$ cat src/include/cache_consts.svh
`ifndef CACHE_CONSTS_SVH
`define CACHE_CONSTS_SVH

// pipeline word and address
`define CACHE_XLEN      64
`define CACHE_ADDR_W    32

// address split: tag | index | byte offset
`define CACHE_TAG_W     21
`define CACHE_INDEX_W   6
`define CACHE_OFFSET_W  5

// sets per way
`define CACHE_SETS      64

// refill geometry, one line is four pipeline words
`define CACHE_BEATS     4
`define CACHE_LINE_W    256

`endif

$ cat src/hw/cacheBusPkg.sv
`default_nettype none

`include "cache_consts.svh"

package cacheBusPkg;

  // load request from the pipeline
  typedef struct packed {
    logic [`CACHE_ADDR_W-1:0] addr;
  } cpuReq_t;

  // word returned with dataOk
  typedef struct packed {
    logic [`CACHE_XLEN-1:0] data;
  } cpuResp_t;

  // line request, low offset bits always zero
  typedef struct packed {
    logic [`CACHE_ADDR_W-1:0] addr;
  } memReq_t;

  // one refill beat, last marks the fourth
  typedef struct packed {
    logic [`CACHE_XLEN-1:0] data;
    logic                   last;
  } memBeat_t;

endpackage

`default_nettype wire

$ cat src/hw/cacheArrayPkg.sv
`default_nettype none

`include "cache_consts.svh"

package cacheArrayPkg;

  typedef struct packed {
    logic [`CACHE_TAG_W-1:0]    tag;
    logic [`CACHE_INDEX_W-1:0]  index;
    logic [`CACHE_OFFSET_W-1:0] offset;
  } addrFields_t;

  typedef struct packed {
    logic                    valid;
    logic [`CACHE_TAG_W-1:0] tag;
  } tagEntry_t;

  // word 0 sits in the low bits, matching the lowest address
  typedef logic [`CACHE_BEATS-1:0][`CACHE_XLEN-1:0] lineData_t;

  typedef enum logic [2:0] {
    idle,
    compare,
    miss,
    refill,
    replay
  } ctrlState_e;

endpackage

`default_nettype wire

$ cat src/hw/cacheCtrlFsm.sv
`timescale 1ns/1ps
`default_nettype none

`include "cache_consts.svh"

module cacheCtrlFsm (
  input  logic                        clk,
  input  logic                        rst_n,
  input  logic                        valid_i,
  input  cacheBusPkg::cpuReq_t        req_i,
  input  logic                        hit_i,
  input  logic                        lastBeat_i,
  output logic                        addrOk_o,
  output logic                        rdEn_o,
  output logic [`CACHE_INDEX_W-1:0]   rdIdx_o,
  output cacheArrayPkg::addrFields_t  fields_o,
  output logic                        memReqValid_o,
  output cacheBusPkg::memReq_t        memReq_o,
  output logic                        refillDone_o,
  output logic                        dataOk_o
);
  import cacheBusPkg::*;
  import cacheArrayPkg::*;

  ctrlState_e  state;
  ctrlState_e  nextState;
  addrFields_t reqFields;
  logic        taken;

  assign reqFields = addrFields_t'(req_i.addr);

  // a hit in compare frees the slot for the next request
  assign addrOk_o = (state == idle) || ((state == compare) && hit_i);
  assign taken    = valid_i && addrOk_o;

  assign memReqValid_o = (state == miss);
  assign memReq_o.addr = {fields_o.tag, fields_o.index, {`CACHE_OFFSET_W{1'b0}}};

  // replay reads only once the line has been written
  assign rdEn_o  = taken || ((state == replay) && !refillDone_o);
  assign rdIdx_o = (state == replay) ? fields_o.index : reqFields.index;

  always_comb begin
    nextState = state;
    case (state)
      idle: begin
        if (taken) begin
          nextState = compare;
        end
      end
      compare: begin
        if (!hit_i) begin
          nextState = miss;
        end else if (!taken) begin
          nextState = idle;
        end
      end
      miss: begin
        nextState = refill;
      end
      refill: begin
        if (lastBeat_i) begin
          nextState = replay;
        end
      end
      replay: begin
        if (!refillDone_o) begin
          nextState = compare;
        end
      end
      default: begin
        nextState = idle;
      end
    endcase
  end

  always_ff @(posedge clk or negedge rst_n) begin
    if (!rst_n) begin
      state        <= idle;
      refillDone_o <= 1'b0;
      dataOk_o     <= 1'b0;
    end else begin
      state        <= nextState;
      // write cycle follows the last beat
      refillDone_o <= (state == refill) && lastBeat_i;
      dataOk_o     <= (state == compare) && hit_i;
    end
  end

  always_ff @(posedge clk) begin
    if (taken) begin
      fields_o <= reqFields;
    end
  end

endmodule

`default_nettype wire

$ cat config.mk
export PLATFORM = sky130hd
export DESIGN_NAME = cacheCtrlFsm
export DESIGN_NICKNAME = d
export VERILOG_FILES = /design/src/hw/cacheBusPkg.sv /design/src/hw/cacheArrayPkg.sv /design/src/hw/cacheCtrlFsm.sv
export VERILOG_INCLUDE_DIRS = /design/src /design/src/include
export SDC_FILE = /design/constraint.sdc
export NUM_CORES = 1
export LEC_CHECK = 0
export BUFFER_PORTS_ARGS = -buffer_cell sky130_fd_sc_hd__buf_4
export CORE_MARGIN = 3
export CORE_UTILIZATION = 40
export DETAILED_ROUTE_END_ITERATION = 8
export PLACE_DENSITY_LB_ADDON = 0.1
export SLEW_MARGIN = 20
export SYNTH_ARGS = -nofsm -noshare
export SYNTH_HDL_FRONTEND = slang
export SYNTH_SLANG_ARGS = --single-unit
$ cat constraint.sdc
create_clock -name clk -period 3 [get_ports clk]
set_clock_uncertainty 0.05 [all_clocks]
set_input_delay 0.3 -clock clk [delete_from_list [all_inputs] [get_ports clk]]
set_output_delay 0.3 -clock clk [all_outputs]
set_load 0.01 [all_outputs]
==> impl_metrics.json <==
{
  "path_delay_family": "simple AND/OR/NAND/NOR gates",
  "final_layout_size_suffix_gt1_frac": 0.634,
  "synth-seq-cells": 37,
  "cts-htree-levels": 2,
  "hp-class": "input pin to flop",
  "static_leakage_nw": 1.03,
  "first_pass_grt_wire_length_um": 4310,
  "cp.arrival_ns": 1.78,
  "hold_path_stages": 1,
  "path_cells": "nor2b_1, and3b_1, a21o_1, buf_4",
  "weighted_congestion_at_the_end_of_routability_driven_global_placement": 0.789,
  "final-setup-viol-count": 0,
  "clock_sinks": 37,
  "wirelength_routed_um": 3200,
  "hold_path_end": "fields_o[11]",
  "die_width_um": 68.4,
  "grt_start_max_net_pins": 23,
  "area.growth.synth_to_final_pct": 45.6,
  "timing.final.hold_violations": 0,
  "first_global_vias": 924,
  "floorplan.initialDensity": 0.419,
  "timing.reg2reg.setup_slack_ns": 1.03,
  "crit_required_ns": 2.65,
  "post_drt_via_cell_ratio": 4.35,
  "critical_register_to_register_path_startpoint": "state[0]",
  "critPathBufInv": 1,
  "ctsHoldBuffers": 1,
  "max-clock-path-buffers": 2,
  "dp_hpwl_um": 2550,
  "ir_drop_mv": 0.437,
  "tightest_slew_ns": 0.527,
  "cts_tree": "done",
  "number_of_antenna_violations_at_the_first_check_in_global_routing": 0,
  "yosysWarnings": 0,
  "min_from": "req_i[11]",
  "mapped_area_sq_um": 1560,
  "floorplan.die.height_um": 68.4,
  "p_per_area_nw_per_um2": 721,
  "yosysUniqueCellTypes": 22,
  "critical_path.max_fanout": 12,
  "port_buffers": 106,
  "timing_max_transition_violations_final": 0,
  "fin_ws_ns": 0.872,
  "die-area_sq_um": 4680,
  "post_cts_resize_count": 0,
  "cts-root-buf": "sky130_fd_sc_hd__clkbuf_8",
  "antennaDiodeCount": 0,
  "placement_stage_worst_setup_slack_ns": 1.01,
  "finalSetupTns_ns": 0,
  "finalNetCount": 222,
  "clock_insertion_delay_worst_skew_ns": 0.27,
  "route.vias.total": 1017,
  "grt_setup_unrepaired": "false",
  "drt-wirelength-per-cell_um": 13.7,
  "detail_route.drc_violations": 0,
  "critPathLaunchType": "flop",
  "rows": 22,
  "setup.worst_path.class": "flop to output port",
  "run_status": "finished, final reports clean",
  "cells_after_synth": 101,
  "grt.total_usage": 0.131,
  "post_synthesis_area_per_instance_sq_um": 15.4,
  "detail-route-antenna-nets": 0,
  "fp.coreArea_sq_um": 3720,
  "cp-end-kind": "output port",
  "cts_buffers": 5,
  "rr_endpoint": "fields_o[23]",
  "top_area_cell_type_share_of_the_netlist_area": 0.617,
  "dr.first_iter.drc_count": 17,
  "worstSetupStartpoint": "state[0]",
  "cpPeakStageDelay_ns": 0.49,
  "final_period_minus_worst_setup_slack_ns": 2.13,
  "cell_at_the_slowest_stage_of_the_critical_path": "sky130_fd_sc_hd__dfrtp_1",
  "grt_overflow": 0,
  "postCtsSetupRepairBufs": 0,
  "yosysTopAreaCell": "sky130_fd_sc_hd__edfxtp_1",
  "ys_seq_area_frac": 0.698,
  "worst_slew_margin_rel": 0.649,
  "synth_area_leaders": "sky130_fd_sc_hd__edfxtp_1 62%, sky130_fd_sc_hd__buf_4 16%, sky130_fd_sc_hd__dfrtp_1 8.0%",
  "r2r.worst_path.cells": 3,
  "fmax_mhz": 470,
  "final_min_period_over_clock_period": 0.709,
  "drt_pass1_iterations": 2,
  "drv_cap": 0,
  "clock_slew_seen_by_the_registers_of_the_worst_setup_and_hold_paths_ns": 0.06,
  "io-pin-count": 112
}
[final cells by class]
class / count / area, sq um
tap: 48 / 60.1
inverter: 1 / 3.75
clock buffer: 7 / 76.3
multi-input combinational: 32 / 221
timing repair buffer: 108 / 813
fill: 321 / 1450
clock inverter: 1 / 5.00
sequential: 37 / 1090
[how the worst max path moves through the flow]
stage | to | depth (start not counted)
2_1_floorplan | rdEn_o | 4
3_3_place_gp | fields_o[14] | 3
3_5_place_dp | fields_o[24] | 3
4_1_cts | rdEn_o | 4
5_1_grt | rdEn_o | 4
6_report | rdEn_o | 4
[cell usage after synthesis (all sizes together)]
| library cell | number |
|---|---|
| a21oi | 2 |
| nand2 | 2 |
| a21o | 2 |
| inv | 1 |
| dfrtp | 5 |
| nor2b | 1 |
| nor2 | 4 |
| nor3b | 1 |
| or3 | 1 |
| mux2 | 6 |
| a311oi | 1 |
| nor3 | 1 |
| o21a | 1 |
| and3b | 1 |
| edfxtp | 32 |
| conb | 1 |
| and3 | 1 |
| nand2b | 2 |
| buf | 35 |
| a211oi | 1 |
[routing by layer]
layer  share of wire  up-vias  GRT usage
met3            0.10        3     0.0509
met2            0.58       58      0.249
met5               0        -          0
met1            0.31      472      0.129
met4          0.0053        0     0.0372
li1                -      484          -
[per-stage QoR]
stage / std cells / power, mW / utilization / area (sq um) / hold WS, ns
final: 234 / 1.63 / 0.610 / 2270 / 0.147
after global routing: 234 / 1.74 / 0.610 / 2270 / 0.124
after CTS: 234 / 1.66 / 0.610 / 2270 / 0.133
after detailed placement: 225 / 1.34 / 0.585 / 2170 / 0.0566
after global placement: 225 / 1.32 / 0.585 / 2170 / 0.0529
after floorplan: 105 / 1.11 / - / 1570 / -0.0456
[worst register-to-register path, stage by stage, from the launching register on]
cell	delay (ns)
sky130_fd_sc_hd__dfrtp_1	0.47
sky130_fd_sc_hd__nor2b_1	0.20
sky130_fd_sc_hd__and3b_1	0.55
sky130_fd_sc_hd__buf_4	0.38
[sequential cells by signal, indices dropped and copies added (netlist names)]
register,flops
refillDone_o,1
fields_o,32
state,3
dataOk_o,1
[cell families (layout without fill, tap and decap cells)]
kind of cell	Yosys count	in the layout	share of synthesized area
AOI/OAI and AO/OA	7	7	0.0314
buffers and inverters	36	117	0.170
DFF	37	37	0.698
muxes	6	6	0.0434
other	1	5	0.00241
and+or+nand+nor	14	14	0.0555
[where the power goes]
part,internal [mW],switching [mW]
sequential,0.692,0.0873
clock,0.163,0.150
combinational,0.288,0.252
total,1.14,0.490
[cells in the final DEF, fill, tap and decap left out, types with 2 or more instances in the layout]
master and n:
sky130_fd_sc_hd__buf_4 107, sky130_fd_sc_hd__edfxtp_1 32, sky130_fd_sc_hd__conb_1 5, sky130_fd_sc_hd__clkbuf_8 5, sky130_fd_sc_hd__dfrtp_1 5, sky130_fd_sc_hd__nor2_1 4, sky130_fd_sc_hd__mux2_2 4, sky130_fd_sc_hd__nand2b_1 2
sky130_fd_sc_hd__mux2_1 2, sky130_fd_sc_hd__a21o_1 2, sky130_fd_sc_hd__nand2_1 2, sky130_fd_sc_hd__a21oi_1 2, sky130_fd_sc_hd__clkbuf_1 2
No activity file was read; power rests on OpenSTA's default activity.
