`config.mk`:
```
export PLATFORM = sky130hd
export DESIGN_NAME = cacheWayArray
export DESIGN_NICKNAME = d
export VERILOG_FILES = /design/src/hw/cacheWayArray.sv
export VERILOG_INCLUDE_DIRS = /design/src /design/src/include
export SDC_FILE = /design/constraint.sdc
export NUM_CORES = 1
export LEC_CHECK = 0
export BUFFER_PORTS_ARGS = -buffer_cell sky130_fd_sc_hd__clkbuf_2
export CAP_MARGIN = 30
export CORE_UTILIZATION = 25
export CTS_CLUSTER_SIZE = 40
export DETAILED_ROUTE_END_ITERATION = 10
export GPL_TIMING_DRIVEN = 0
export HOLD_SLACK_MARGIN = 0.08
export SYNTH_ARGS = -nofsm -noshare
export SYNTH_HDL_FRONTEND = slang
export SYNTH_SLANG_ARGS = --single-unit
```
`constraint.sdc`:
```
create_clock -name clk -period 3.2 [get_ports clk]
set_input_delay 0.64 -clock clk [delete_from_list [all_inputs] [get_ports clk]]
set_output_delay 0.64 -clock clk [all_outputs]
set_load 0.05 [all_outputs]
```
`src/include/cache_consts.svh`:
```
`ifndef CACHE_CONSTS_SVH
`define CACHE_CONSTS_SVH

// pipeline word and address
`define CACHE_XLEN      64
`define CACHE_ADDR_W    32

// address split: tag | index | byte offset
`define CACHE_TAG_W     21
`define CACHE_INDEX_W   6
`define CACHE_OFFSET_W  5

// sets per way
`define CACHE_SETS      64

// refill geometry, one line is four pipeline words
`define CACHE_BEATS     4
`define CACHE_LINE_W    256

`endif

```
`src/hw/cacheWayArray.sv`:
```
`timescale 1ns/1ps
`default_nettype none

`include "cache_consts.svh"

module cacheWayArray #(
  parameter type entry_t      = logic,
  parameter bit  clearOnReset = 1'b0
) (
  input  logic                       clk,
  input  logic                       rst_n,
  input  logic                       rdEn_i,
  input  logic [`CACHE_INDEX_W-1:0]  rdIdx_i,
  input  logic                       wrEn_i,
  input  logic [`CACHE_INDEX_W-1:0]  wrIdx_i,
  input  entry_t                     wrData_i,
  output entry_t                     rdData_o
);

  entry_t mem [`CACHE_SETS];

  // registered read port
  always_ff @(posedge clk or negedge rst_n) begin
    if (!rst_n) begin
      rdData_o <= '0;
    end else if (rdEn_i) begin
      rdData_o <= mem[rdIdx_i];
    end
  end

  generate
    if (clearOnReset) begin : gClear
      // tag store, reset drops every valid bit
      always_ff @(posedge clk or negedge rst_n) begin
        if (!rst_n) begin
          for (int i = 0; i < `CACHE_SETS; i++) begin
            mem[i] <= '0;
          end
        end else if (wrEn_i) begin
          mem[wrIdx_i] <= wrData_i;
        end
      end
    end else begin : gPlain
      always_ff @(posedge clk) begin
        if (wrEn_i) begin
          mem[wrIdx_i] <= wrData_i;
        end
      end
    end
  endgenerate

endmodule

`default_nettype wire

```
==> results of run 1 <==
-- logic make-up (layout without fill, tap and decap cells) --
kind of cell / count (synthesis) / count (layout) / share of synthesized area (%)
multiplexers: 29 / 29 / 14.2
AND/OR/NAND/NOR: 106 / 106 / 15.5
AO/OA/AOI/OAI: 11 / 11 / 2.73
buffers and inverters: 15 / 46 / 3.27
flip-flops: 65 / 65 / 64.4
-- registers in the layout, indices dropped and copies added, names as in the netlist --
register,cells
rdData_o,1
mem,64
-- worst register-to-register path: stages (launching register included) --
cell and delay [ns]:
edfxtp_1 0.35, mux4_1 0.53, mux2i_1 0.19, mux4_2 0.28
a31oi_1 0.08
-- per-layer routing --
metal	vias up	part of all wire [%]	global-route usage [%]
met5	-	0	0
met4	0	1.2	3.64
met3	10	6.0	4.25
met2	56	46	17.7
met1	920	46	14.2
li1	888	-	-
-- through the flow --
stage	total power [mW]	hold WS, ns	area [um^2]	std cells	setup WS, ns
2_1_floorplan	1.05	0.344	3030	226	1.27
3_3_place_gp	1.10	0.416	3270	382	1.07
3_5_place_dp	1.10	0.416	3270	382	1.04
4_1_cts	2.06	0.491	3580	399	1.40
5_1_grt	2.12	0.509	3600	400	1.26
6_report	2.05	0.494	3600	400	1.41
-- final cells by class --
cell class,count,area (um^2)
Buffer,13,91.3
Clock buffer,10,229
Clock inverter,6,67.6
Fill cell,1173,8020
Inverter,2,7.51
Multi-Input combinational cell,146,980
Sequential cell,65,1950
Tap cell,143,179
Timing Repair Buffer,15,95.1
-- repair_timing --
| action | in CTS | in global routing |
|---|---|---|
| buffers inserted | 0 | 0 |
| endpoints found under the hold margin | 1 | 0 |
| hold buffers | 1 | 0 |
| gates resized for setup | 0 | 0 |
-- cells in the final DEF, fill, tap and decap left out, drive strengths merged --
cell         count
mux4             9
nor2b            4
inv              3
a41o             1
nand2b           5
edfxtp          64
nand3           10
and2b            1
nand3b           1
nand4            1
buf              6
or3              1
nand2           11
a211oi           1
dlygate4sd3      1
nor3             4
nor2            64
a22oi            4
bufinv           1
dfrtp            1
a31oi            2
nor3b            2
mux2i           20
a21oi            1
clkbuf          31
or3b             2
clkinv           2
a311oi           2
clkinvlp         2
-- final timing paths --
check	slack, ns	end	from	depth (start not counted)
setup / recovery	1.41	rdData_o$_DFFE_PN0P_	rdIdx_i[2]	7
max in group asynchronous	2.50	rdData_o$_DFFE_PN0P_	rst_n	2
hold / removal	0.49	rdData_o$_DFFE_PN0P_	rdIdx_i[3]	2
hold reg to reg	0.68	rdData_o$_DFFE_PN0P_	rdData_o$_DFFE_PN0P_	3
min in group asynchronous	0.61	rdData_o$_DFFE_PN0P_	rst_n	2
setup reg to reg	1.66	rdData_o$_DFFE_PN0P_	mem[25]$_DFFE_PP_	4
-- where the power goes --
| group | internal [mW] | switching [mW] | total (mW) |
|---|---|---|---|
| sequential | 0.943 | 0.00237 | 0.945 |
| combinational | 0.0525 | 0.0861 | 0.139 |
| clock | 0.605 | 0.361 | 0.966 |
==> metrics, run 1 <==
skew final 0.00762 ns; Synth cell types 30; Ports 18; Core Util, Final 31.0%; synth warn 0; Worst Tran Pin Value 0.421 ns; DIE AREA 12500 um^2; Die H 112 um; grt ovf 0; Fin. Hold Viols 0; core area 11600 um^2; clk sinks 65; top cells by area, synth edfxtp_1, nor2_1, mux2i_1; Die X 112 um; layout cells sized above 1 15.2%; CP top delay family compound AO/OA/AOI/OAI gates; Synth Cell Area 3030 um^2; Starting DRT DRC Count 105; CTS tree yes; worst stage delay on the critical path 0.29 ns; clock root cell clkbuf_16; worst-path fanout max 10; Slew Limit Fails 0; Max-slew headroom 71.8%; Synth Instances 226; Final setup viols 0; Mapped Nets 243; Hold Path Class primary input to register; WL per Instance 16.2 um; Num CTS Buffers 9; Critical Path AT 2.01 ns; CP max stage cell mux2i_1; Post-Route WL 6.49 mm; status complete, but fails checks; Clock Pin Slew Worst Setup and Hold Paths 0.06 ns; Layout area overhead 18.9%; largest net degree at the start of global routing 65; first-pass GRT wire length 10.1 mm; RSZ-0062 raised after global routing false; Antenna Diode Count 0; Worst setup SP type primary input; worst-case clock buffer depth 2; crit end category register; max cap viols 0; routed vias 1874; Post-synth EDFFs 64; sequential fraction of the synthesis area 64.4%; VDD IR max 188 uV; fin nets 269; post-synth top area share 63.5%; htree depth 3; CP Cell Sequence buf_2 > buf_4 > mux2i_1 > a31oi_1 > a311oi_1 > a41o_1 > a31oi_1; worst-skew pair later-pin latency 0.33 ns; critical path data required time 3.42 ns; vias in the first global route 1855; Max Freq 559 MHz; row cnt 39; WP buf/inv 2; synthesized flop and latch total 65; syn_area_per_cell 13.4 um^2; critical path's most frequent cell a31oi_1; DP Wirelength 4.21 mm; Port Buffers 13; PwrDens 570 nW/um^2; DR DRC count 1; final worst path period share 55.9%; Detail Route Antenna Nets 0; Yosys top cell by area edfxtp_1; critical setup path kind primary input to register; setup TNS 0 ns; routed vias/inst 4.69; GR Util All Layers 11.2%; failing checks DRC; Leak 1.19 nW; most frequent cells after synthesis edfxtp_1, nor2_1, mux2i_1; Tmin final 1.79 ns; initial antenna violation count 0; routability cong. 0.761; share of async-settable or async-resettable flops after synthesis 1.54%; dominant synthesized flop cell edfxtp_1; Initial Utilization 26.1%; Pre-antenna DRT Iters 9
Note: power is estimated with default switching activity, not from simulation.
==> run 2: changes to the inputs <==
Clock period 3.2 ns to 1.4 ns, I/O delays scaled along.
==> run 2 against run 1 <==
Net effect: the run ends with DRC, setup timing left; final cell count grew 0.25%; worst hold slack lost 0.34 ns; combinational power grew 140%; sequential share of layout area is essentially flat; critical path type is now register to register; via count shrank 2.2%; clock power grew 130%; total power grew 130%; register-to-register slack lost 1.8 ns; non-clock buffer count grew 1; first-iteration DRC count is the same.
==> metrics, run 2 (synthesis results as in run 1) <==
clk sinks 65 (unchanged); Initial Utilization 26.1% (unchanged); switch share 21.9% (about the same); Final setup viols 1 (was 0); worst-path fanout max 1 (was 10); met3 Usage GRT 3.27% (was 4.25%); Num CTS Buffers 9 (unchanged); storage element area 1950 um^2 (unchanged); DIE AREA 12500 um^2 (unchanged); Critical Path AT 1.72 ns (was 2.01 ns); critical path data required time 1.61 ns (was 3.42 ns); PnR Total Power 4.68 mW (was 2.05 mW); worst-skew pair later-pin latency 0.33 ns (about the same); Hold Path Class primary input to register (unchanged); final worst path period share 108%; Worst Setup EP rdData_o$_DFFE_PN0P_ (unchanged); pre-CTS setup slack -0.398 ns (was 1.04 ns); Clock Pin Slew Worst Setup and Hold Paths 0.05 ns (was 0.06 ns); largest net degree at the start of global routing 65 (unchanged); WL per Instance 16.1 um (was 16.2 um); Fin. Hold Viols 0 (unchanged); layout cells sized above 1 20.2% (was 15.2%); Critical path origin mem[58]$_DFFE_PP_ (was rdIdx_i[2]); Max-slew headroom 74.0% (was 71.8%); first-pass GRT wire length 10.4 mm (was 10.1 mm); Max Freq 664 MHz; htree depth 3 (unchanged); DR DRC count 2 (was 1); RSZ-0062 raised after global routing true (was false); r2r setup slk -0.11 ns (was 1.66 ns); busiest grt layer met2 (unchanged); max reg flops 64 (unchanged); final setup margin -0.106 ns (was 1.41 ns); CTS tree yes (unchanged); GR Layer Usage met2 17.3% (was 17.7%); Worst setup SP type register (was primary input); Worst Tran Pin Value 0.390 ns (was 0.421 ns); top flop regs mem: 64 flops, rdData_o: 1 flops (unchanged); Post-Route WL 6.47 mm (was 6.49 mm); worst-case clock buffer depth 2 (unchanged); vias in the first global route 1887 (was 1855); critical setup path kind register to register (was primary input to register); met1 global-route usage 14.8% (was 14.2%); failing checks DRC, setup timing (was DRC); Detail Route Antenna Nets 0 (unchanged); Multi-input gate area 958 um^2 (was 980 um^2); worst r2r path cells 4 (unchanged); DP Wirelength 4.26 mm (was 4.21 mm); skew final 0.00407 ns (was 0.00762 ns); Int Pwr 3.65 mW (was 1.60 mW); initial antenna violation count 0 (unchanged); VDD IR max 588 uV (was 188 uV); Layout area overhead 18.8% (was 18.9%); Min-Delay Startpoint rdIdx_i[3] (unchanged); Reg power frac 46.2% (was 46.1%); Starting DRT DRC Count 105 (unchanged); Pre-antenna DRT Iters 7 (was 9); clock root cell clkbuf_16 (unchanged); core area 11600 um^2 (unchanged); max cap viols 0 (unchanged); Combinational Power Share 7.0% (was 6.8%); Slew Limit Fails 0 (unchanged); Antenna Diode Count 0 (unchanged); Reg2Reg Capture Point rdData_o$_DFFE_PN0P_ (unchanged); GR Util All Layers 11.3% (was 11.2%); fin nets 270 (was 269); row cnt 39 (unchanged); routability cong. 0.731 (was 0.761); routed vias/inst 4.57 (was 4.69); Port Buffers 13 (unchanged); Die H 112 um (unchanged); Ports 18 (unchanged); Clock Power Share 46.8% (was 47.1%); Leak 1.18 nW (was 1.19 nW); worst r2r src mem[58]$_DFFE_PP_ (was mem[25]$_DFFE_PP_); status complete, but fails checks (unchanged); most frequent cells in the layout nor2_1, edfxtp_1, mux2i_1 (unchanged); Tmin final 1.51 ns; Fillers 1191 (was 1173); largest reg by FF count mem (unchanged); grt ovf 0 (unchanged); routed vias 1832 (was 1874); Die X 112 um (unchanged); NetSw 1.02 mW (was 0.450 mW); PwrDens 1300 nW/um^2 (was 570 nW/um^2); crit end category register (unchanged)
-- run 2: cell count changes in the layout (fill, tap and decap cells not counted), sizes merged --
cell,delta
clkbuf,-1
buf,+1
clkinv,+1
inv,-1
clkinvlp,+1
-- run 2: worst min-delay path by stage --
stage                           endpoint  cells after the start  slack (ns)
floorplan           rdData_o$_DFFE_PN0P_                      0       -0.02
global placement    rdData_o$_DFFE_PN0P_                      1        0.06
detailed placement  rdData_o$_DFFE_PN0P_                      1        0.06
CTS                 rdData_o$_DFFE_PN0P_                      2        0.16
global route        rdData_o$_DFFE_PN0P_                      2        0.15
finish              rdData_o$_DFFE_PN0P_                      2        0.16
-- run 2: critical path: stages, from the launching register on --
cell,delay (ns)
edfxtp_1,0.36
mux4_2,0.49
mux2i_1,0.17
mux4_2,0.28
a31oi_1,0.09
-- run 2: what timing repair did --
item	4_1_cts	5_1_grt
resized for setup	5	2
endpoints found under the setup margin	1	10
pin swaps	0	3
hold buffers	1	0
cloned	0	0
buffers inserted	0	1
hold endpoints to repair	1	0
-- run 2: per-stage QoR --
| step | hold WS, ns | cells | instance area (um^2) | util (%) | TNS, ns |
|---|---|---|---|---|---|
| after floorplan | -0.0156 | 226 | 3030 | - | -0.137 |
| after global placement | 0.0552 | 382 | 3270 | 28.2 | -6.85 |
| after detailed placement | 0.0582 | 382 | 3270 | 28.2 | -12.82 |
| after CTS | 0.156 | 399 | 3560 | 30.6 | -0.0926 |
| after global routing | 0.150 | 401 | 3590 | 30.9 | -0.142 |
| final | 0.156 | 401 | 3590 | 30.9 | -0.106 |
-- run 2: power by group through the flow --
stage / Sequential (mW) / Combinational [mW] / Clock [mW]
floorplan: 2.22 / 0.182 / 0
global placement: 2.20 / 0.310 / 0
detailed placement: 2.20 / 0.313 / 0
CTS: 2.16 / 0.319 / 2.24
global route: 2.16 / 0.358 / 2.30
finish: 2.16 / 0.328 / 2.19
-- run 2: cell type report --
cell class	count	share of cell area (%)
Buffer	13	2.86
Clock buffer	9	6.27
Clock inverter	7	1.98
Inverter	2	0.209
Multi-Input combinational cell	146	26.7
Sequential cell	65	54.2
Tap cell	143	4.98
Timing Repair Buffer	16	2.86
-- run 2: metal layers --
layer	routed length [um]	vias to the layer above
li1	-	883
met1	2930	895
met2	3100	44
met3	369	10
met4	63	0
met5	0	-
