`config.mk`:
```
export PLATFORM = sky130hd
export DESIGN_NAME = cacheHitSelect
export DESIGN_NICKNAME = d
export VERILOG_FILES = /design/src/hw/cacheArrayPkg.sv /design/src/hw/cacheHitSelect.sv
export VERILOG_INCLUDE_DIRS = /design/src /design/src/include
export SDC_FILE = /design/constraint.sdc
export NUM_CORES = 1
export LEC_CHECK = 0
export BUFFER_PORTS_ARGS = -buffer_cell sky130_fd_sc_hd__buf_2
export CAP_MARGIN = 20
export CORE_AREA = 2 2 255 257
export CTS_CLUSTER_DIAMETER = 50
export DETAILED_ROUTE_END_ITERATION = 6
export DIE_AREA = 0 0 257 259
export GPL_ROUTABILITY_DRIVEN = 0
export SKIP_CTS_REPAIR_TIMING = 1
export SLEW_MARGIN = 20
export SYNTH_ARGS = -nofsm -noshare
export SYNTH_HDL_FRONTEND = slang
export SYNTH_SLANG_ARGS = --single-unit
```
`constraint.sdc`:
```
create_clock -name clk -period 4.4 [get_ports clk]
set_input_delay 0.66 -clock clk [delete_from_list [all_inputs] [get_ports clk]]
set_output_delay 0.66 -clock clk [all_outputs]
set_load 0.05 [all_outputs]
```
`src/include/cache_consts.svh`:
```
`ifndef CACHE_CONSTS_SVH
`define CACHE_CONSTS_SVH

// pipeline word and address
`define CACHE_XLEN      64
`define CACHE_ADDR_W    32

// address split: tag | index | byte offset
`define CACHE_TAG_W     21
`define CACHE_INDEX_W   6
`define CACHE_OFFSET_W  5

// sets per way
`define CACHE_SETS      64

// refill geometry, one line is four pipeline words
`define CACHE_BEATS     4
`define CACHE_LINE_W    256

`endif

```
`src/hw/cacheArrayPkg.sv`:
```
`default_nettype none

`include "cache_consts.svh"

package cacheArrayPkg;

  typedef struct packed {
    logic [`CACHE_TAG_W-1:0]    tag;
    logic [`CACHE_INDEX_W-1:0]  index;
    logic [`CACHE_OFFSET_W-1:0] offset;
  } addrFields_t;

  typedef struct packed {
    logic                    valid;
    logic [`CACHE_TAG_W-1:0] tag;
  } tagEntry_t;

  // word 0 sits in the low bits, matching the lowest address
  typedef logic [`CACHE_BEATS-1:0][`CACHE_XLEN-1:0] lineData_t;

  typedef enum logic [2:0] {
    idle,
    compare,
    miss,
    refill,
    replay
  } ctrlState_e;

endpackage

`default_nettype wire

```
`src/hw/cacheHitSelect.sv`:
```
`timescale 1ns/1ps
`default_nettype none

`include "cache_consts.svh"

module cacheHitSelect (
  input  logic                        clk,
  input  cacheArrayPkg::tagEntry_t    tagWay0_i,
  input  cacheArrayPkg::tagEntry_t    tagWay1_i,
  input  cacheArrayPkg::lineData_t    lineWay0_i,
  input  cacheArrayPkg::lineData_t    lineWay1_i,
  input  cacheArrayPkg::addrFields_t  fields_i,
  output logic                        hit_o,
  output logic                        hitWay_o,
  output logic [`CACHE_XLEN-1:0]      word_o
);
  import cacheArrayPkg::*;

  // word select bits sit just above the byte-in-word bits
  localparam int wordSelLsb = $clog2(`CACHE_XLEN / 8);
  localparam int wordSelW   = $clog2(`CACHE_BEATS);

  logic                         hitWay0;
  logic                         hitWay1;
  logic [wordSelW-1:0]          wordSel;
  lineData_t                    hitLine;
  logic [`CACHE_XLEN-1:0]       hitWord;

  assign hitWay0 = tagWay0_i.valid && (tagWay0_i.tag == fields_i.tag);
  assign hitWay1 = tagWay1_i.valid && (tagWay1_i.tag == fields_i.tag);

  assign hit_o    = hitWay0 || hitWay1;
  // a line never sits in both ways, so way 1 alone decides
  assign hitWay_o = hitWay1;

  assign wordSel = fields_i.offset[wordSelLsb +: wordSelW];
  assign hitLine = hitWay_o ? lineWay1_i : lineWay0_i;
  assign hitWord = hitLine[wordSel];

  // response word, held for the dataOk cycle
  always_ff @(posedge clk) begin
    if (hit_o) begin
      word_o <= hitWord;
    end
  end

endmodule

`default_nettype wire

```
==> run_results.csv, run 1 <==
group,metric,value,unit
drt,drt_first_pass_iters,5,
cts,cts-htree-levels,3,
placement,placed_area,10730,um2
worst_hold_path,hold_class,"in2reg",
yosys,synthTopCellsByArea,"mux4_2 44%, edfxtp_1 29%, mux2_4 14%",
cts,path_clk_slew,0.07,ns
global_routing,grt_max_degree,65,
sta,max_slew_margin,35.77,%
placement,io_buffers,645,
job,max-cap-violations,0,
finish,largest_reg_flops,64,
yosys,synthSimpleGateAreaFrac,2.374,%
sta,worst_slew_pin_slew,0.9634,ns
floorplan,start_util,10.23,%
yosys,postSynthCellCount,356,
finish,layout-drive-gt1-share,87.49,%
yosys,muxShareOfSynthArea,58.58,%
yosys,syn_nets,945,
power_and_ir_drop,p_per_area,199.7,nW/um2
sta,max_clock_freq,316.2,MHz
finish,nFillCells,7065,
power_and_ir_drop,p_leak,4.884,nW
yosys,netlist_area,6536,um2
yosys,synth_top_family_by_area,"multiplexers",
drt,ant_nets,0,
cts,clock-sinks,64,
sta,setup_viol,0,
floorplan,die_h,259,um
finish,regArea,1922,um2
status,status,"completed",
power_and_ir_drop,ir_worst_vdd,0.0001404,V
global_routing,met1_usage,12.90,%
power_and_ir_drop,total_power,2.206,mW
drt,routed_wl,38.86,mm
finish,multiInputGateArea,4378,um2
drt,dr.first_iter.drc_count,492,
sta,fin_tns_setup,0,ns
worst_setup_path,cp.arrival,2.50,ns
placement,pre_cts_slack,1.060,ns
global_routing,use_met2,16.71,%
yosys,yosysMostFrequentCell,"mux4_2",
worst_setup_path,cp-endpoint,"hit_o",
yosys,synthAdderAreaFrac,0,%
cts,cts_buffer_depth,2,
placement,dp_hpwl,33.36,mm
yosys,seq_area_frac_synth,29.40,%
finish,fin_nets,1576,
floorplan,coreArea,63880,um2
worst_setup_path,crit_fanout,2,
cts,cts_root_buf,"clkbuf_16",
sta,finalCritPeriodShare,71.87,%
drt,remaining_drc_errors,0,
floorplan,rows,93,
global_routing,grt-ovfl-total,0,
yosys,synthFlopType,"edfxtp_1",
sta,fin_hold_ws,0.7976,ns
floorplan,io_pins,655,
floorplan,dieArea,66560,um2
yosys,synthArstFlopShare,0,%
worst_setup_path,cp-end-kind,"primary output",
yosys,synth.distinct_cells,19,
finish,reg_top3,"word_o: 64 flops",
yosys,syn_avg_cell_area,18.36,um2
finish,final_util,17.29,%
sta,period_needed,3.162,ns
placement,numPlacedInstances,1831,
global_routing,busiest_layer,"met2",
yosys,synth_common_cells,"128 x mux4_2, 64 x edfxtp_1, 60 x mux2_4",
drt,wl_per_cell,20.94,um
worst_hold_path,hold_path.startpoint,"lineWay1_i[12]",
worst_setup_path,crit_type,"in2out",
drt,vias,6845,
yosys,synth_area_leader_cell,"mux4_2",
global_routing,grt_pass1_wl,51.37,mm
sta,fin_ws,1.238,ns
yosys,synth_xor_area_share,5.628,%
global_routing,use_met3,6.942,%
worst_setup_path,cp-start-kind,"input pin",
global_routing,grt_usage,11.11,%
global_routing,first_global_vias,7186,
cts,cts_tree,"built",
sta,drv_slew,0,
yosys,synth-edff-count,64,
worst_setup_path,cp.required,3.74,ns
global_routing,antenna_found_initial,29,
yosys,yosys.area.top_type_share,44.10,%
drt,via_per_inst,3.688,
yosys,synth_compound_area_share,0.1531,%
floorplan,die_x,257,um
finish,final_cells,1856,
yosys,yosys_warnings,0,
sta,final_hold_viol_count,0,
finish,regMostFlops,"word_o",
sta,rsz0062_at_grt,"no",
finish,area_growth,69.01,%
yosys,synth_seq_cells,64,
finish,final_area,11050,um2
worst_setup_path,crit_start,"fields_i[19]",
cts,numCtsBuffers,9,
[worst min path at each step]
stage,end,depth (start not counted)
floorplan,word_o[0]$_DFFE_PP_,2
global placement,word_o[48]$_DFFE_PP_,3
detailed placement,word_o[50]$_DFFE_PP_,3
CTS,word_o[12]$_DFFE_PP_,3
global route,word_o[20]$_DFFE_PP_,3
finish,word_o[12]$_DFFE_PP_,3
[cells by family (layout without fill, tap and decap cells)]
logic type      Yosys count  count (layout)
compound gates            1               1
xor+xnor                 42              42
buf+inv                  35             670
flops                    64              64
mux                     192             192
other cells               0              10
simple gates             22              22
[where the power goes]
group	total (mW)	internal [mW]	switching (mW)
sequential	0.680	0.680	0.000000414
combinational	0.756	0.470	0.286
clock	0.769	0.438	0.331
[worst max-delay path, stage by stage]
cell and delay (ns):
buf_2 0.12, xor2_1 0.23, nor4_1 0.50, nand4_1 0.14
nor3_1 0.32, a41o_4 0.22, buf_2 0.30
[cells in the final DEF, fill, tap and decap left out, types with 2 or more instances in the layout]
cell type   netlist  final
nor4_1            7      7
mux4_2          128    128
buf_2            13    643
xor2_1           20     20
nor4_2            2      2
diode_2           0     10
mux2_4           60     60
xnor2_1          22     22
buf_4             0      7
mux2_2            4      4
nand2_1           2      2
nand4_1           7      7
clkbuf_16         0      9
clkinvlp_4        0      3
buf_12            6      3
edfxtp_1         64     64
[layout make-up]
cell class	instances	area share (%)
clock inverters	6	0.6343
flip-flops and latches	64	17.40
diodes	10	0.2265
well taps	855	9.684
clock buffers	9	2.039
multi-input cells	257	39.63
repair buffers	655	30.39
[metal layers]
metal | vias to the layer above | wire, um
met5 | - | 194
met4 | 30 | 750
met3 | 63 | 5619
met2 | 516 | 17540
met1 | 3364 | 14750
li1 | 2872 | -
No activity file was read; power rests on OpenSTA's default activity.
==> inputs of run 2 (changes only) <==
==> constraint.sdc (replaced) <==
create_clock -name clk -period 2.7 [get_ports clk]
set_input_delay 0.405 -clock clk [delete_from_list [all_inputs] [get_ports clk]]
set_output_delay 0.405 -clock clk [all_outputs]
set_load 0.05 [all_outputs]
==> run 2 against run 1 <==
Cell area grew 1.7%. Sequential share of layout area shrank 0.29 points. Global-route usage shrank 0.48 points. Non-clock buffer count grew 19. Total power grew 60%. Worst setup slack lost 1.1 ns. Flip-flop and latch count is the same. Hold slack lost 0.24 ns. Count of clock-buffer cells in the layout grew 2. Wire length shrank 4.8%. Combinational power grew 64%. Critical path type unchanged. Critical endpoint unchanged. Largest cell class unchanged.
==> run_results.csv, run 2 (synthesis results as in run 1) <==
group,metric,value,unit
worst_setup_path,cp-end-kind,"primary output",
global_routing,first_global_vias,7337,
finish,final_common_cell,"buf_2",
sta,fin_tns_setup,0,ns
drt,routed_wl,37.01,mm
drt,ant_nets,0,
global_routing,grt_max_degree,65,
finish,final_util,17.59,%
floorplan,die_h,259,um
floorplan,rows,93,
power_and_ir_drop,ir_worst_vdd,0.0002583,V
sta,max_slew_margin,65.17,%
sta,finalCritPeriodShare,94.43,%
sta,drv_slew,0,
drt,vias,6925,
cts,path_clk_slew,0.06,ns
worst_setup_path,cp.arrival,2.14,ns
global_routing,antenna_found_initial,28,
cts,cts-htree-levels,3,
worst_setup_path,cp.required,2.30,ns
power_and_ir_drop,total_power,3.537,mW
cts,clock-sinks,64,
drt,remaining_drc_errors,0,
cts,cts_tree,"built",
placement,placed_area,10910,um2
worst_hold_path,hold_class,"in2reg",
floorplan,io_pins,655,
worst_setup_path,crit_start,"fields_i[30]",
placement,dp_hpwl,32.15,mm
placement,numPlacedInstances,1849,
finish,most-common-layout-cells,"642 x buf_2, 128 x mux4_2, 64 x edfxtp_1, 60 x mux2_4, 23 x buf_4",
floorplan,coreArea,63880,um2
power_and_ir_drop,clockPowerShare,33.7,%
floorplan,die_x,257,um
finish,reg_top3,"word_o: 64 flops",
finish,final_cells,1880,
global_routing,grt-ovfl-total,0,
global_routing,grt_usage,10.63,%
global_routing,grt_pass1_wl,49.94,mm
finish,nFillCells,7043,
finish,area_growth,71.90,%
worst_setup_path,cp-start-kind,"input pin",
cts,numCtsBuffers,9,
power_and_ir_drop,combPwrFrac,35.0,%
power_and_ir_drop,p_per_area,314.8,nW/um2
power_and_ir_drop,switchingPower,0.9395,mW
drt,drt_first_pass_iters,4,
job,max-cap-violations,0,
sta,period_needed,2.550,ns
finish,regArea,1922,um2
sta,final_hold_viol_count,0,
finish,multiInputGateArea,4389,um2
sta,max_clock_freq,392.2,MHz
status,status,"completed",
finish,largest_reg_flops,64,
sta,worst_slew_pin_slew,0.5207,ns
power_and_ir_drop,p_sw_share,26.56,%
cts,cts_buffer_depth,2,
sta,setup_viol,0,
finish,layout-drive-gt1-share,87.52,%
drt,wl_per_cell,19.69,um
drt,dr.first_iter.drc_count,434,
finish,fin_nets,1595,
worst_setup_path,cp-endpoint,"hit_o",
worst_setup_path,crit_fanout,5,
placement,io_buffers,645,
power_and_ir_drop,power_frac_seq,31.4,%
finish,regMostFlops,"word_o",
drt,via_per_inst,3.684,
floorplan,start_util,10.23,%
sta,rsz0062_at_grt,"no",
power_and_ir_drop,p_leak,5.007,nW
cts,cts_root_buf,"clkbuf_16",
worst_setup_path,crit_type,"in2out",
power_and_ir_drop,p_int,2.597,mW
finish,final_area,11240,um2
floorplan,dieArea,66560,um2
==> run 2: final cells by class <==
cell class                      instances  share of cell area, %
Antenna cell                           15                 0.3341
Clock buffer                           11                  2.071
Clock inverter                          4                 0.4120
Multi-Input combinational cell        257                  39.06
Sequential cell                        64                  17.10
Tap cell                              855                  9.521
Timing Repair Buffer                  674                  31.49
==> run 2: how the worst min path moves through the flow <==
stage                          startpoint              endpoint  slack, ns  cells after the start
after global routing       lineWay0_i[52]  word_o[52]$_DFFE_PP_       0.53                      3
final                     lineWay0_i[139]  word_o[11]$_DFFE_PP_       0.55                      3
after floorplan             lineWay0_i[0]   word_o[0]$_DFFE_PP_       0.84                      2
after detailed placement  lineWay0_i[139]  word_o[11]$_DFFE_PP_       0.92                      3
after global placement    lineWay0_i[139]  word_o[11]$_DFFE_PP_       0.92                      3
after CTS                 lineWay0_i[139]  word_o[11]$_DFFE_PP_       0.51                      3
==> run 2: critical path, stage by stage <==
cell      delay [ns]
buf_2           0.13
xor2_1          0.18
nor4_1          0.30
buf_4           0.17
nand4_1         0.15
nor3_4          0.26
a41o_4          0.24
clkbuf_4        0.28
==> run 2: power by group through the flow <==
stage | Combinational [mW] | Clock, mW | Sequential (mW)
after floorplan | 0.620 | 0 | 1.13
after global routing | 1.32 | 1.31 | 1.11
after detailed placement | 1.24 | 0 | 1.13
final | 1.24 | 1.19 | 1.11
after global placement | 1.21 | 0 | 1.13
after CTS | 1.24 | 1.29 | 1.11
==> run 2: metrics by stage <==
| stage | setup slack (ns) | hold WS [ns] |
|---|---|---|
| CTS | 0.006752 | 0.5102 |
| global placement | 0.02341 | 0.9212 |
| global route | 0.08066 | 0.5287 |
| floorplan | 0.08105 | 0.8351 |
| detailed placement | 0.02702 | 0.9236 |
| finish | 0.1503 | 0.5531 |
==> run 2: metal layers <==
metal	vias to the layer above	routed length (um)	track usage, %
met1	3386	13920	12.19
li1	2918	-	-
met5	-	110	0
met2	529	17120	16.49
met4	16	901	3.860
met3	76	4966	6.034
==> inputs of run 3 (changes only) <==
--- a/config.mk
+++ b/config.mk
@@ -13,8 +13,8 @@
 export DETAILED_ROUTE_END_ITERATION = 6
 export DIE_AREA = 0 0 257 259
 export GPL_ROUTABILITY_DRIVEN = 0
+export PLACE_DENSITY = 0.38
 export SKIP_CTS_REPAIR_TIMING = 1
-export SLEW_MARGIN = 20
 export SYNTH_ARGS = -nofsm -noshare
 export SYNTH_HDL_FRONTEND = slang
 export SYNTH_SLANG_ARGS = --single-unit
==> run 3 against run 2 <==
Count of clock-buffer cells in the layout did not move. Maximum frequency increased by 3.7%. Largest power group unchanged. Non-clock buffer count up 3. Flip-flop and latch count stayed put. Total power decreased by 2.9%. First-iteration DRC count fell by 40%. Global-route usage decreased by 0.74 points. Highest routed layer unchanged. Sequential power is essentially flat.
==> run_results.csv, run 3 (synthesis results as in run 1) <==
group,metric,value,unit
status,status,"completed",
placement,io_buffers,645,
cts,cts_root_buf,"clkbuf_16",
placement,dp_hpwl,30.27,mm
cts,numCtsBuffers,9,
global_routing,grt-ovfl-total,0,
global_routing,grt_usage,9.894,%
cts,cts_tree,"built",
sta,rsz0062_at_grt,"no",
worst_hold_path,hold_class,"in2reg",
worst_setup_path,cp.arrival,2.05,ns
worst_setup_path,crit_fanout,3,
sta,max_slew_margin,70.12,%
sta,period_needed,2.458,ns
worst_setup_path,cp.required,2.30,ns
finish,reg_top3,"word_o: 64 flops",
drt,remaining_drc_errors,0,
placement,placed_area,10960,um2
drt,routed_wl,34.64,mm
sta,max_clock_freq,406.9,MHz
worst_setup_path,cpPeakStageDelay,0.31,ns
drt,dr.first_iter.drc_count,262,
floorplan,dieArea,66560,um2
finish,regMostFlops,"word_o",
finish,largest_reg_flops,64,
sta,finalCritPeriodShare,91.03,%
drt,drt_first_pass_iters,4,
global_routing,grt_max_degree,60,
global_routing,antenna_found_initial,9,
worst_setup_path,cp-end-kind,"primary output",
drt,vias,6552,
finish,final_common_cell,"buf_2",
job,max-cap-violations,0,
sta,fin_tns_setup,0,ns
cts,cts_buffer_depth,2,
finish,layout-drive-gt1-share,87.66,%
drt,wl_per_cell,18.53,um
cts,path_clk_slew,0.06,ns
power_and_ir_drop,p_per_area,306.1,nW/um2
finish,most-common-layout-cells,"643 x buf_2, 128 x mux4_2, 64 x edfxtp_1, 60 x mux2_4, 24 x buf_4",
floorplan,io_pins,655,
floorplan,die_h,259,um
power_and_ir_drop,p_leak,5.020,nW
finish,area_growth,71.69,%
worst_setup_path,crit_type,"in2out",
cts,cts-htree-levels,3,
power_and_ir_drop,ir_worst_vdd,0.0001861,V
finish,fin_nets,1598,
floorplan,rows,93,
power_and_ir_drop,total_power,3.435,mW
floorplan,die_x,257,um
finish,final_area,11220,um2
floorplan,start_util,10.23,%
floorplan,coreArea,63880,um2
worst_setup_path,crit_top_cell,"buf_2",
sta,worst_slew_pin_slew,0.4467,ns
finish,nFillCells,7119,
drt,via_per_inst,3.506,
sta,final_hold_viol_count,0,
global_routing,first_global_vias,7121,
worst_setup_path,crit_chain,"buf_2 > xor2_1 > nor4_1 > buf_4 > nand4_1 > nor3_4 > a41o_4 > buf_2",
cts,clock-sinks,64,
sta,drv_slew,0,
worst_setup_path,cp_slowest_cell,"buf_2",
drt,ant_nets,0,
global_routing,grt_pass1_wl,47.53,mm
worst_setup_path,cp-start-kind,"input pin",
sta,setup_viol,0,
==> run 3: changes by cell type in the layout (fill, tap and decap cells not counted) <==
cell	previous run	this run
buf_12	6	8
buf_2	642	643
buf_4	23	24
bufinv_16	1	0
clkbuf_4	1	0
clkinv_1	1	0
clkinv_2	1	3
diode_2	15	1
==> run 3: report_power, final <==
part	total, mW	internal [mW]	switching (mW)	leakage, nW
Sequential	1.11	1.11	0.000000593	0.575
Combinational	1.22	0.787	0.432	4.32
Clock	1.11	0.612	0.495	0.125
==> run 3: cell type report <==
type                       instances  area [um2]  share of cell area [%]
multi-input combinational        257        4389                   39.11
timing repair buffer             677        3583                   31.93
sequential                        64        1922                   17.13
tap                              855        1070                   9.533
clock buffer                      11       232.7                   2.074
clock inverter                     4       22.52                  0.2007
antenna                            1       2.502                 0.02230
==> run 3: worst paths after layout <==
kind | startpoint | endpoint | slack (ns) | depth (start not counted)
min | lineWay0_i[158] | word_o[30]$_DFFE_PP_ | 0.56 | 3
max | fields_i[12] | hit_o | 0.24 | 8
==> run 3: critical path: cells and delay by family <==
family	cells	cell delay, ns
buffers and inverters	3	0.59
AO/OA/AOI/OAI	1	0.17
XOR/XNOR	1	0.20
AND/OR/NAND/NOR	3	0.67
==> run 3: metrics by stage <==
stage	worst slack (ns)	hold slack [ns]	util (%)	cells
after global routing	0.1427	0.5270	17.56	1868
after CTS	0.2066	0.5002	17.56	1868
after detailed placement	0.1264	0.9268	17.16	1853
after floorplan	0.08105	0.8351	-	356
after global placement	0.1432	0.9186	17.16	1853
final	0.2423	0.5558	17.57	1869
==> run 3: per-layer routing <==
| layer | up-vias | GRT usage, % | share of wire (%) | wire, um |
|---|---|---|---|---|
| li1 | 2901 | - | - | - |
| met1 | 3240 | 11.15 | 38 | 13200 |
| met2 | 362 | 17.12 | 51 | 17580 |
| met3 | 41 | 3.466 | 8.5 | 2928 |
| met4 | 8 | 3.811 | 2.6 | 886 |
| met5 | - | 0 | 0.13 | 45 |
